[src/trs_io_pkg.sv]
`default_nettype none

package trs_io_pkg;

  // basic widths on the command channel
  typedef logic [7:0]  byte_t;
  typedef logic [7:0]  opcode_t;
  // red in the top byte
  typedef logic [23:0] rgb_t;
  typedef logic [1:0]  param_idx_t;

  typedef enum logic {
    idle,
    read_bytes
  } parse_state_t;

  // kept ESP opcodes
  localparam opcode_t op_get_cookie       = 8'd0;
  localparam opcode_t op_get_version      = 8'd15;
  localparam opcode_t op_get_mode         = 8'd16;
  localparam opcode_t op_set_screen_color = 8'd17;
  localparam opcode_t op_set_led          = 8'd26;
  localparam opcode_t op_get_config       = 8'd27;
  localparam opcode_t op_set_spi_ctrl_reg = 8'd29;
  localparam opcode_t op_set_spi_data     = 8'd30;
  localparam opcode_t op_get_spi_data     = 8'd31;

  localparam byte_t      cookie             = 8'hAF;
  localparam logic [2:0] version_major      = 3'd0;
  localparam logic [4:0] version_minor      = 5'd3;
  // PocketTRS Model III
  localparam logic [3:0] base_mode          = 4'b0011;
  localparam rgb_t       screen_color_reset = '1;

  // system clocks per flash bit
  localparam int flash_bit_cycles = 16;
  localparam int max_params       = 3;

  // number of parameter bytes following an opcode
  function automatic param_idx_t param_count(input opcode_t op, output logic known);
    known = 1'b1;
    case (op)
      op_get_cookie, op_get_version, op_get_mode,
      op_get_config, op_get_spi_data:
        param_count = 2'd0;
      op_set_led, op_set_spi_ctrl_reg, op_set_spi_data:
        param_count = 2'd1;
      op_set_screen_color:
        param_count = param_idx_t'(max_params);
      default: begin
        known       = 1'b0;
        param_count = 2'd0;
      end
    endcase
  endfunction

endpackage

`default_nettype wire

[src/cmd_if.sv]
`timescale 1ns/100ps
`default_nettype none

// one executed command, parser to executors
interface cmd_if;
  import trs_io_pkg::*;

  logic    exec;
  opcode_t opcode;
  byte_t   param_0;
  byte_t   param_1;
  byte_t   param_2;

  modport source (output exec, output opcode, output param_0, output param_1, output param_2);
  modport sink   (input exec, input opcode, input param_0, input param_1, input param_2);

endinterface

`default_nettype wire

[src/esp_spi_slave.sv]
`timescale 1ns/100ps
`default_nettype none

module esp_spi_slave (
  input  logic              clk,
  input  logic              cass_out_sel_n,
  input  logic              spi_cs_n,
  input  logic              sck,
  input  logic              mosi,
  output logic              miso,
  input  trs_io_pkg::byte_t tx_byte,
  output trs_io_pkg::byte_t rx_byte,
  output logic              rx_valid
);
  import trs_io_pkg::*;

  logic [2:0] sck_sync;
  logic [1:0] cs_sync;
  logic [1:0] mosi_sync;
  logic       sck_rise;
  logic       sck_fall;
  logic       cs_active;
  logic [2:0] bit_cnt;
  byte_t      tx_shift;

  // two flops for metastability, third one for edge detect on sck
  always_ff @(posedge clk or negedge cass_out_sel_n) begin
    if (!cass_out_sel_n) begin
      sck_sync  <= 3'b000;
      cs_sync   <= 2'b11;
      mosi_sync <= 2'b00;
    end else begin
      sck_sync  <= {sck_sync[1:0], sck};
      cs_sync   <= {cs_sync[0], spi_cs_n};
      mosi_sync <= {mosi_sync[0], mosi};
    end
  end

  assign sck_rise  = (sck_sync[2:1] == 2'b01);
  assign sck_fall  = (sck_sync[2:1] == 2'b10);
  assign cs_active = ~cs_sync[1];

  always_ff @(posedge clk or negedge cass_out_sel_n) begin
    if (!cass_out_sel_n) begin
      bit_cnt  <= 3'd0;
      rx_valid <= 1'b0;
      tx_shift <= '0;
    end else begin
      rx_valid <= 1'b0;
      if (!cs_active) begin
        bit_cnt <= 3'd0;
      end else begin
        if (sck_rise) begin
          bit_cnt <= bit_cnt + 3'd1;
          // eighth bit completes the byte
          if (bit_cnt == 3'd7) begin
            rx_valid <= 1'b1;
          end
        end
        if (sck_fall) begin
          // pending response is picked up after the first bit
          if (bit_cnt == 3'd1) begin
            tx_shift <= tx_byte;
          end else begin
            tx_shift <= {tx_shift[6:0], 1'b0};
          end
        end
      end
    end
  end

  // msb first receive shifter
  always_ff @(posedge clk) begin
    if (cs_active && sck_rise) begin
      rx_byte <= {rx_byte[6:0], mosi_sync[1]};
    end
  end

  // single slave on the link, so no tri-state
  assign miso = cs_active & tx_shift[7];

endmodule

`default_nettype wire

[src/cmd_parser.sv]
`timescale 1ns/100ps
`default_nettype none

module cmd_parser (
  input  logic              clk,
  input  logic              cass_out_sel_n,
  input  trs_io_pkg::byte_t rx_byte,
  input  logic              rx_valid,
  cmd_if.source             cmd,
  output logic              unknown_op
);
  import trs_io_pkg::*;

  parse_state_t state;
  param_idx_t   idx;
  param_idx_t   need;
  param_idx_t   lookup_cnt;
  logic         lookup_known;
  logic         exec_q;
  opcode_t      opcode_q;
  byte_t        param_buf [max_params];

  // opcode lookup on the incoming byte
  always_comb begin
    lookup_cnt = param_count(rx_byte, lookup_known);
  end

  always_ff @(posedge clk or negedge cass_out_sel_n) begin
    if (!cass_out_sel_n) begin
      state      <= idle;
      idx        <= 2'd0;
      need       <= 2'd0;
      exec_q     <= 1'b0;
      unknown_op <= 1'b0;
    end else begin
      exec_q     <= 1'b0;
      unknown_op <= 1'b0;
      if (rx_valid) begin
        case (state)
          idle: begin
            idx  <= 2'd0;
            need <= lookup_cnt;
            if (!lookup_known) begin
              // stay idle, just flag it
              unknown_op <= 1'b1;
            end else if (lookup_cnt == 2'd0) begin
              exec_q <= 1'b1;
            end else begin
              state <= read_bytes;
            end
          end
          read_bytes: begin
            idx <= idx + 2'd1;
            if (idx == need - 2'd1) begin
              exec_q <= 1'b1;
              state  <= idle;
            end
          end
          default: begin
            state <= idle;
          end
        endcase
      end
    end
  end

  // opcode and parameter storage
  always_ff @(posedge clk) begin
    if (rx_valid) begin
      if (state == idle && lookup_known) begin
        opcode_q <= rx_byte;
      end
      if (state == read_bytes) begin
        param_buf[idx] <= rx_byte;
      end
    end
  end

  assign cmd.exec    = exec_q;
  assign cmd.opcode  = opcode_q;
  assign cmd.param_0 = param_buf[0];
  assign cmd.param_1 = param_buf[1];
  assign cmd.param_2 = param_buf[2];

endmodule

`default_nettype wire

[src/cmd_exec.sv]
`timescale 1ns/100ps
`default_nettype none

module cmd_exec (
  input  logic              clk,
  input  logic              cass_out_sel_n,
  cmd_if.sink               cmd,
  input  logic              unknown_op,
  input  logic [3:0]        conf,
  input  trs_io_pkg::byte_t flash_data,
  output trs_io_pkg::byte_t tx_byte,
  output logic              led_red,
  output logic              led_green,
  output logic              led_blue,
  output logic              error_led,
  output trs_io_pkg::rgb_t  screen_color
);
  import trs_io_pkg::*;

  always_ff @(posedge clk or negedge cass_out_sel_n) begin
    if (!cass_out_sel_n) begin
      led_red      <= 1'b0;
      led_green    <= 1'b0;
      led_blue     <= 1'b0;
      error_led    <= 1'b0;
      screen_color <= screen_color_reset;
      tx_byte      <= '0;
    end else begin
      // sticky until reset
      if (unknown_op) begin
        error_led <= 1'b1;
      end
      if (cmd.exec) begin
        case (cmd.opcode)
          op_set_led: begin
            led_red   <= cmd.param_0[0];
            led_green <= cmd.param_0[1];
            led_blue  <= cmd.param_0[2];
          end
          op_set_screen_color: begin
            screen_color <= {cmd.param_0, cmd.param_1, cmd.param_2};
          end
          op_get_cookie: begin
            tx_byte <= cookie;
          end
          op_get_version: begin
            tx_byte <= {version_major, version_minor};
          end
          op_get_mode: begin
            // dip 4 off selects the alternate mode bit
            tx_byte <= {4'b0000, base_mode | {~conf[3], 3'b000}};
          end
          op_get_config: begin
            // video mode bits read as zero here
            tx_byte <= {4'b0000, ~conf};
          end
          op_get_spi_data: begin
            tx_byte <= flash_data;
          end
          default: begin
            tx_byte <= tx_byte;
          end
        endcase
      end
    end
  end

endmodule

`default_nettype wire

[src/flash_spi_master.sv]
`timescale 1ns/100ps
`default_nettype none

module flash_spi_master (
  input  logic              clk,
  input  logic              cass_out_sel_n,
  cmd_if.sink               cmd,
  input  logic              flash_spi_so,
  output trs_io_pkg::byte_t flash_data,
  output logic              flash_spi_cs_n,
  output logic              flash_spi_clk,
  output logic              flash_spi_si
);
  import trs_io_pkg::*;

  logic                                   spi_cs;
  logic                                   busy;
  logic [$clog2(8 * flash_bit_cycles)-1:0] bit_timer;
  byte_t                                  shift_reg;
  logic                                   start;

  // writes while a transfer runs are dropped
  assign start = cmd.exec && (cmd.opcode == op_set_spi_data) && !busy;

  always_ff @(posedge clk or negedge cass_out_sel_n) begin
    if (!cass_out_sel_n) begin
      spi_cs       <= 1'b0;
      busy         <= 1'b0;
      bit_timer    <= '0;
      flash_spi_si <= 1'b0;
    end else begin
      // control reg bit 7 is chip select, active high
      if (cmd.exec && cmd.opcode == op_set_spi_ctrl_reg) begin
        spi_cs <= cmd.param_0[7];
      end
      if (busy) begin
        bit_timer <= bit_timer + 1'b1;
        if (bit_timer == 8 * flash_bit_cycles - 1) begin
          busy <= 1'b0;
        end else if (bit_timer % flash_bit_cycles == flash_bit_cycles - 1) begin
          // next bit at the start of the following period
          flash_spi_si <= shift_reg[7];
        end
      end else if (start) begin
        busy         <= 1'b1;
        bit_timer    <= '0;
        flash_spi_si <= cmd.param_0[7];
      end
    end
  end

  // sample so where the flash clock rises
  always_ff @(posedge clk) begin
    if (start) begin
      shift_reg <= cmd.param_0;
    end else if (busy && (bit_timer % flash_bit_cycles == flash_bit_cycles / 2 - 1)) begin
      shift_reg <= {shift_reg[6:0], flash_spi_so};
    end
  end

  assign flash_data     = shift_reg;
  assign flash_spi_cs_n = ~spi_cs;
  // high in the second half of each bit period
  assign flash_spi_clk  = busy && (bit_timer % flash_bit_cycles >= flash_bit_cycles / 2);

endmodule

`default_nettype wire

[src/trs_io_top.sv]
`timescale 1ns/100ps
`default_nettype none

module trs_io_top (
  input  logic             clk,
  input  logic             cass_out_sel_n,
  input  logic             spi_cs_n,
  input  logic             sck,
  input  logic             mosi,
  output logic             miso,
  input  logic [3:0]       conf,
  output logic             led_red,
  output logic             led_green,
  output logic             led_blue,
  output logic             error_led,
  output trs_io_pkg::rgb_t screen_color,
  output logic             flash_spi_cs_n,
  output logic             flash_spi_clk,
  output logic             flash_spi_si,
  input  logic             flash_spi_so
);
  import trs_io_pkg::*;

  byte_t rx_byte;
  logic  rx_valid;
  byte_t tx_byte;
  byte_t flash_data;
  logic  unknown_op;

  cmd_if cmd_bus ();

  // ESP command channel
  esp_spi_slave spi_slave_i (
    .clk            (clk),
    .cass_out_sel_n (cass_out_sel_n),
    .spi_cs_n       (spi_cs_n),
    .sck            (sck),
    .mosi           (mosi),
    .miso           (miso),
    .tx_byte        (tx_byte),
    .rx_byte        (rx_byte),
    .rx_valid       (rx_valid)
  );

  cmd_parser parser_i (
    .clk            (clk),
    .cass_out_sel_n (cass_out_sel_n),
    .rx_byte        (rx_byte),
    .rx_valid       (rx_valid),
    .cmd            (cmd_bus.source),
    .unknown_op     (unknown_op)
  );

  cmd_exec exec_i (
    .clk            (clk),
    .cass_out_sel_n (cass_out_sel_n),
    .cmd            (cmd_bus.sink),
    .unknown_op     (unknown_op),
    .conf           (conf),
    .flash_data     (flash_data),
    .tx_byte        (tx_byte),
    .led_red        (led_red),
    .led_green      (led_green),
    .led_blue       (led_blue),
    .error_led      (error_led),
    .screen_color   (screen_color)
  );

  // config flash port
  flash_spi_master flash_i (
    .clk            (clk),
    .cass_out_sel_n (cass_out_sel_n),
    .cmd            (cmd_bus.sink),
    .flash_spi_so   (flash_spi_so),
    .flash_data     (flash_data),
    .flash_spi_cs_n (flash_spi_cs_n),
    .flash_spi_clk  (flash_spi_clk),
    .flash_spi_si   (flash_spi_si)
  );

endmodule

`default_nettype wire

[config.mk]
export PLATFORM = sky130hd
export DESIGN_NAME = trs_io_top
export DESIGN_NICKNAME = d
export VERILOG_FILES = /design/src/trs_io_pkg.sv /design/src/cmd_if.sv /design/src/esp_spi_slave.sv /design/src/cmd_parser.sv /design/src/cmd_exec.sv /design/src/flash_spi_master.sv /design/src/trs_io_top.sv
export SDC_FILE = /design/constraint.sdc
export NUM_CORES = 1
export LEC_CHECK = 0
export ABC_AREA = 0
export BUFFER_PORTS_ARGS = -buffer_cell sky130_fd_sc_hd__buf_2
export CAP_MARGIN = 20
export CORE_ASPECT_RATIO = 0.8
export CORE_MARGIN = 2
export CORE_UTILIZATION = 45
export CTS_CLUSTER_SIZE = 8
export DETAILED_ROUTE_END_ITERATION = 10
export GPL_TIMING_DRIVEN = 0
export HOLD_SLACK_MARGIN = 0.08
export PLACE_DENSITY_LB_ADDON = 0.12
export SLEW_MARGIN = 15
export SYNTH_ARGS = -nofsm -noshare
export SYNTH_HDL_FRONTEND = slang
export SYNTH_HIERARCHICAL = 1
export SYNTH_SLANG_ARGS = --single-unit
export TNS_END_PERCENT = 50
[constraint.sdc]
create_clock -name clk -period 1.6 [get_ports clk]
set_input_delay 0.08 -clock clk [delete_from_list [all_inputs] [get_ports clk]]
set_output_delay 0.08 -clock clk [all_outputs]
set_load 0.1 [all_outputs]
# --- After elaboration in Yosys (flattened, before gate mapping) ---
# Memories as Yosys holds them, arrays and structs flattened. A register that Yosys moved wholly into a read port is not among the register bits.
# Index checks and enable logic that the tools add are counted.
totals:
  output_inout_bits: 32
  n_memories: 1
  inputBits: 10
  wordCells: 124
  ramBits: 24
  regBits: 96
memory_table:
  columns: ["memory", "words", "width", "rd", "rd_clocked_by_memory_dff", "write_ports", "line", "text"]
  rows:
  - ["parser_i.param_buf", 3, 8, 3, 2, 1, "cmd_parser.sv:21", "byte_t param_buf [max_params];"]
classes:
  n_eq_ne: 26
  n_reduce_logical: 26
  order_cmp: 1
  bitwise_logic: 6
  add_sub_neg: 4
  muxes: 36
op_table:
  columns: ["cell", "n"]
  rows:
  - ["8-bit by 5-bit equality test with 1-bit output, second input constant", 14]
  - ["8-bit case mux with 5 select lines", 1]
  - ["1-bit 2-to-1 mux", 24]
  - ["8-bit 2-to-1 mux", 3]
  - ["8-bit by 4-bit equality test with 1-bit output, second input constant", 2]
  - ["8-bit logical NOT", 2]
  - ["7-bit 2-to-1 mux", 2]
  - ["2-bit AND reduction", 6]
  - ["9-bit OR reduction", 1]
  - ["2-bit case mux with 2 select lines", 2]
  - ["7-bit by 1-bit adder with 7-bit output, second input constant", 1]
  - ["7-bit equality test, second input constant", 1]
  - ["1-bit logical AND", 7]
  - ["3-bit 2-to-1 mux", 2]
  - ["2-bit nonzero test", 3]
  - ["5-bit nonzero test", 1]
  - ["4-bit by 3-bit equality test with 1-bit output, second input constant", 1]
  - ["4-bit equality test, second input constant", 1]
  - ["4-bit >= comparator, second input constant", 1]
  - ["2-bit inequality test, second input constant", 2]
  - ["1-bit NOT", 4]
  - ["4-bit NOT", 1]
  - ["1-bit case mux with 2 select lines", 2]
  - ["3-bit by 1-bit adder with 3-bit output, second input constant", 1]
  - ["other kinds (12)", 14]

# --- Depth between registers and ports, before layout ---
depth:
  ltp_word: 8
  mapped_depth: 6
  depth_no_buf: 5

# --- Hierarchy ---
# The synthesis kept the hierarchy.
modules_own_cells:
  columns: ["module", "n_inst", "area_per_inst_um2", "cells_each", "seq_area_each_um2"]
  rows:
  - ["cmd_exec", 1, 1691.6, 117, 930.9]
  - ["cmd_parser", 1, 1471.4, 87, 1136.1]
  - ["esp_spi_slave", 1, 1024.7, 69, 718.2]
  - ["flash_spi_master", 1, 895.9, 62, 490.5]

# --- Worst setup path after synthesis ---
# No wires, ideal clock.
synth_timing:
  path_kind: "register to register"
  startpoint: "register flash_i.busy"
  endpoint: "register flash_i.flash_spi_si"
  period_less_slack_ps: 2075
  required_ps: 1474
  t_arrival_ps: 1948
  stages_incl_launch_ff: 6
  slack_ps: -475
  path_buffers: 1
  setup_time_ps: 126
  cell_sequence: "dfrtp_1 -> buf_6 -> and2_1 -> nand3_1 -> a21oi_2 -> mux2_4"
synth_between:
  elab_chain_cells: 4
  elab_cells_between_ends: 7
  cone_classes: "eq/ne: 2; mux: 1; reduce/logical: 4"
synth_rtl:
  columns: ["item", "line", "text"]
  rows:
  - ["start: declaration", "flash_spi_master.sv:17", "logic busy;"]
  - ["start signal: assignment", "flash_spi_master.sv:28", "busy <= 1'b0;"]
  - ["start signal: assignment", "flash_spi_master.sv:39", "busy <= 1'b0;"]
  - ["start signal: assignment", "flash_spi_master.sv:45", "busy <= 1'b1;"]
  - ["1-bit logical NOT", "flash_spi_master.sv:23", "assign start = cmd.exec && (cmd.opcode == op_set_spi_data) && !busy;"]
  - ["1-bit logical AND", "flash_spi_master.sv:23", null]
  - ["2-bit nonzero test (no source line)", null, null]
  - ["3-bit AND reduction (no source line)", null, null]
  - ["end signal: assignment", "flash_spi_master.sv:42", "flash_spi_si <= shift_reg[7];"]
  - ["end signal: assignment", "flash_spi_master.sv:47", "flash_spi_si <= cmd.param_0[7];"]
  - ["end: declaration", "flash_spi_master.sv:12", "output logic flash_spi_si"]
# Several ways; a longest one is shown, not always the timed one.
# A chain may end at the register's enable or synchronous reset.

# --- Final worst setup path ---
layout_timing:
  startpoint: "register parser_i.opcode_q[7], in the netlist parser_i/cmd.opcode[7]"
  endpoint: "register flash_i.shift_reg[4], in the netlist flash_i/flash_data[4], data pin"
layout_between:
  elab_chain_cells: 4
layout_rtl:
  columns: ["item", "line", "text"]
  rows:
  - ["start: declaration", "cmd_parser.sv:20", "opcode_t opcode_q;"]
  - ["start signal: assignment", "cmd_parser.sv:71", "opcode_q <= rx_byte;"]
  - ["8-bit by 5-bit equality test with 1-bit output", "flash_spi_master.sv:23", null]
  - ["1-bit logical AND (2 in a row)", "flash_spi_master.sv:23", null]
  - ["8-bit 2-to-1 mux", "flash_spi_master.sv:54", "if (start) begin"]
  - ["end signal: assignment", "flash_spi_master.sv:55", "shift_reg <= cmd.param_0;"]
  - ["end signal: assignment", "flash_spi_master.sv:57", "shift_reg <= {shift_reg[6:0], flash_spi_so};"]
  - ["end: declaration", "flash_spi_master.sv:19", "byte_t shift_reg;"]
# No other way between the ends.

==> results.cfg <==
[worst_setup_path]
slowest_delay_ns = 0.45
crit_chain = and4bb_2 > nand4b_4 > buf_12 > mux2_4
crit_path_start = parser_i/cmd.opcode[7]
path_depth = 4
cp_top_family = simple AND/OR/NAND/NOR gates
worst_r2r_endpoint = flash_i/flash_data[4]
crit_end = flash_i/flash_data[4]
cp.required_ns = 1.74
r2r_start = parser_i/cmd.opcode[7]
worstPathMaxFanout = 7
worstSetupStartpointType = flip-flop
r2r_cells = 4
critPathBufInv = 1
rrSetupSlack_ns = -0.13
worst-setup-path-type = flip-flop to flip-flop
arrival_ns = 1.87
crit_path_top_delay_cell = edfxtp_1
endpoint_kind = flip-flop

[clock_network]
path_clk_slew_ns = 0.05
clockBufferDepth = 2
cts.sinks = 120
cts_root_buf = clkbuf_16
htreeDepth = 4
cts_tree = done
insertion_delay_ns = 0.41
cts_buffers = 17

[finish]
diodes = 0
drive_above_1_share_pct = 47.0
n_fill_cell = 864
nets = 447
area_growth_pct = 26.6

[power]
p_total_mw = 6.87
cellLeakagePower_nw = 2.83
power.density_nw_per_um2 = 1070
peakVddDrop_v = 0.000894

[timing]
finalSetupViolations = 50
slew_violations = 0
fin_crit_ns = 1.73
fmax_mhz = 579
period_share_pct = 108
hold_slack_ns = 0.109
skew_ns = 0.0144
relSlewSlack_pct = 64.0
hold_viol = 0
worst_pin_slew_ns = 0.539
rsz0062_at_grt = yes
setup_ws_ns = -0.126

[grt]
gr-total-overflow = 0
first_global_vias = 2958
grt_pass1_wl_um = 15400
track_usage_pct = 17.0
antenna_found_initial = 0
grt_max_degree = 40

[yosys]
ys_ff_latch = 120
synth_common_cells = edfxtp_1, dfrtp_1, dfstp_2, mux2_4, nor2_1
yosys-top-cells-area = edfxtp_1, dfrtp_1, dfstp_2, mux2_4, mux2_2
yosys_warnings = 6
syn_nets = 352
syn_inst = 335
synth_top_cell_by_area = edfxtp_1
synthDistinctLibCells = 56
synth_edf_count = 48
syn_area_per_cell_sq_um = 15.2
synth-seq-area-share_pct = 64.4
yosysTopAreaCellShare_pct = 28.4
yosysMostFrequentCell = edfxtp_1
synth_top_flop_cell = edfxtp_1
async_flop_share_pct = 60.0
mappedNetlistArea_sq_um = 5080

[route]
drc = 0
final_antenna_net_count = 0
wl_per_cell_um = 16.3
vias_per_cell = 5.14
dr.pass1.iters = 4
drt-total-wl_um = 9580
drt_iter0_markers = 103
vias = 3019

[outcome]
run_status = complete, but fails checks
failed_checks = setup timing

[floorplan]
die-area_sq_um = 12200
die_x_um = 123
core_area_sq_um = 10900
die_y_um = 99.1
floorplan.initialDensity_pct = 46.5
core.rowCount = 34
ioPinCount = 42

[min_path]
hp-class = input port to flip-flop

[placed_design]
port-buffer-count = 41
hpwl_um = 6110
place_congestion = 0.763

[job]
cap_viol_max_count = 0
-- through the flow --
stage                     utilization, %  cell area, sq um  cells  setup WS (ns)  TNS (ns)
after floorplan                        -              5090    335       0.000343         0
after global placement              50.0              5470    520         -0.222     -7.40
after detailed placement            50.3              5490    521         -0.240     -7.59
after CTS                           56.8              6210    567         -0.110     -1.09
after global routing                58.8              6430    587         -0.146     -5.37
final                               58.8              6430    587         -0.126     -3.21
-- worst register-to-register path, delay by kind of cell (launching register included) --
kind / cells / cell delay, ns
AND/OR/NAND/NOR: 2 / 0.53
multiplexers: 1 / 0.30
flip-flops: 1 / 0.45
buffers and inverters: 1 / 0.18
-- flip-flops by register name, summed over array words and instances, names as in the netlist, 7 cells and up --
| signal | cells |
|---|---|
| flash_i/bit_timer | 7 |
| parser_i/cmd.opcode | 8 |
| exec_i/screen_color | 24 |
| flash_i/flash_data | 8 |
| parser_i/param_buf | 24 |
| exec_i/tx_byte | 8 |
| spi_slave_i/rx_byte | 8 |
| spi_slave_i/tx_shift | 8 |
-- layout by cell type, fill, tap and decap left out, drive strengths merged, types with 5 or more instances in the layout --
cell	synthesis	routed
nor3	5	5
nand2	11	11
nand3	14	14
edfxtp	48	48
ha	7	7
buf	11	78
mux2	40	40
inv	12	12
o21ai	13	13
a21oi	9	9
clkinv	0	8
dfrtp	46	46
mux2i	14	14
nor2	18	18
clkbuf	0	23
dfstp	26	26
dlygate4sd3	0	8
-- report_power, final --
part           internal (mW)  switching (mW)  total (mW)
logic                  0.109           0.146       0.256
clock network           2.03            1.27        3.30
registers               3.26          0.0449        3.31
-- logic make-up after synthesis --
logic type	count (synthesis)	synth area share (%)
flip-flops	120	64.4
AND/OR/NAND/NOR	87	11.3
multiplexers	54	13.5
AO/OA/AOI/OAI	40	5.51
buffers and inverters	23	2.76
adder cells (fa/ha/maj)	7	1.72
XOR/XNOR	4	0.689
-- what timing repair did --
| item | CTS | global route |
|---|---|---|
| setup buffers | 6 | 19 |
| gates resized for setup | 20 | 14 |
| setup endpoints to repair | 62 | 81 |
| endpoints found under the hold margin | 71 | 0 |
| pin swaps | 9 | 3 |
| gates cloned | 0 | 1 |
| hold buffers | 8 | 0 |
-- cell type report --
cell class                 instances  area (sq um)  area share (%)
tap                              144           180            2.80
sequential                       120          3280            50.9
clock buffer                      22           464            7.22
buffer                            11           128            1.98
timing repair buffer              76           543            8.44
multi-input combinational        192          1740            27.1
clock inverter                    10          57.6           0.895
inverter                          12          45.0           0.700
-- worst min path at each step --
stage | start | to | slack (ns) | depth (start not counted)
detailed placement | cass_out_sel_n | spi_slave_i/sck_sync[0] | 0.07 | 1
CTS | conf[3] | exec_i/tx_byte[3] | 0.10 | 4
finish | conf[3] | exec_i/tx_byte[3] | 0.11 | 4
floorplan | cass_out_sel_n | exec_i/error_led | -0.22 | 0
global placement | spi_cs_n | spi_slave_i/cs_sync[0] | 0.19 | 1
global route | conf[3] | exec_i/tx_byte[3] | 0.13 | 4
-- layer usage --
metal	part of all wire [%]	global-route usage (%)	up-vias	routed length (um)
li1	-	-	1439	-
met1	51	24.1	1515	4900
met2	44	24.1	57	4180
met3	3.9	5.32	8	373
met4	1.3	6.98	0	122
met5	0	0	-	0
Power figures use the tool's default switching activity.
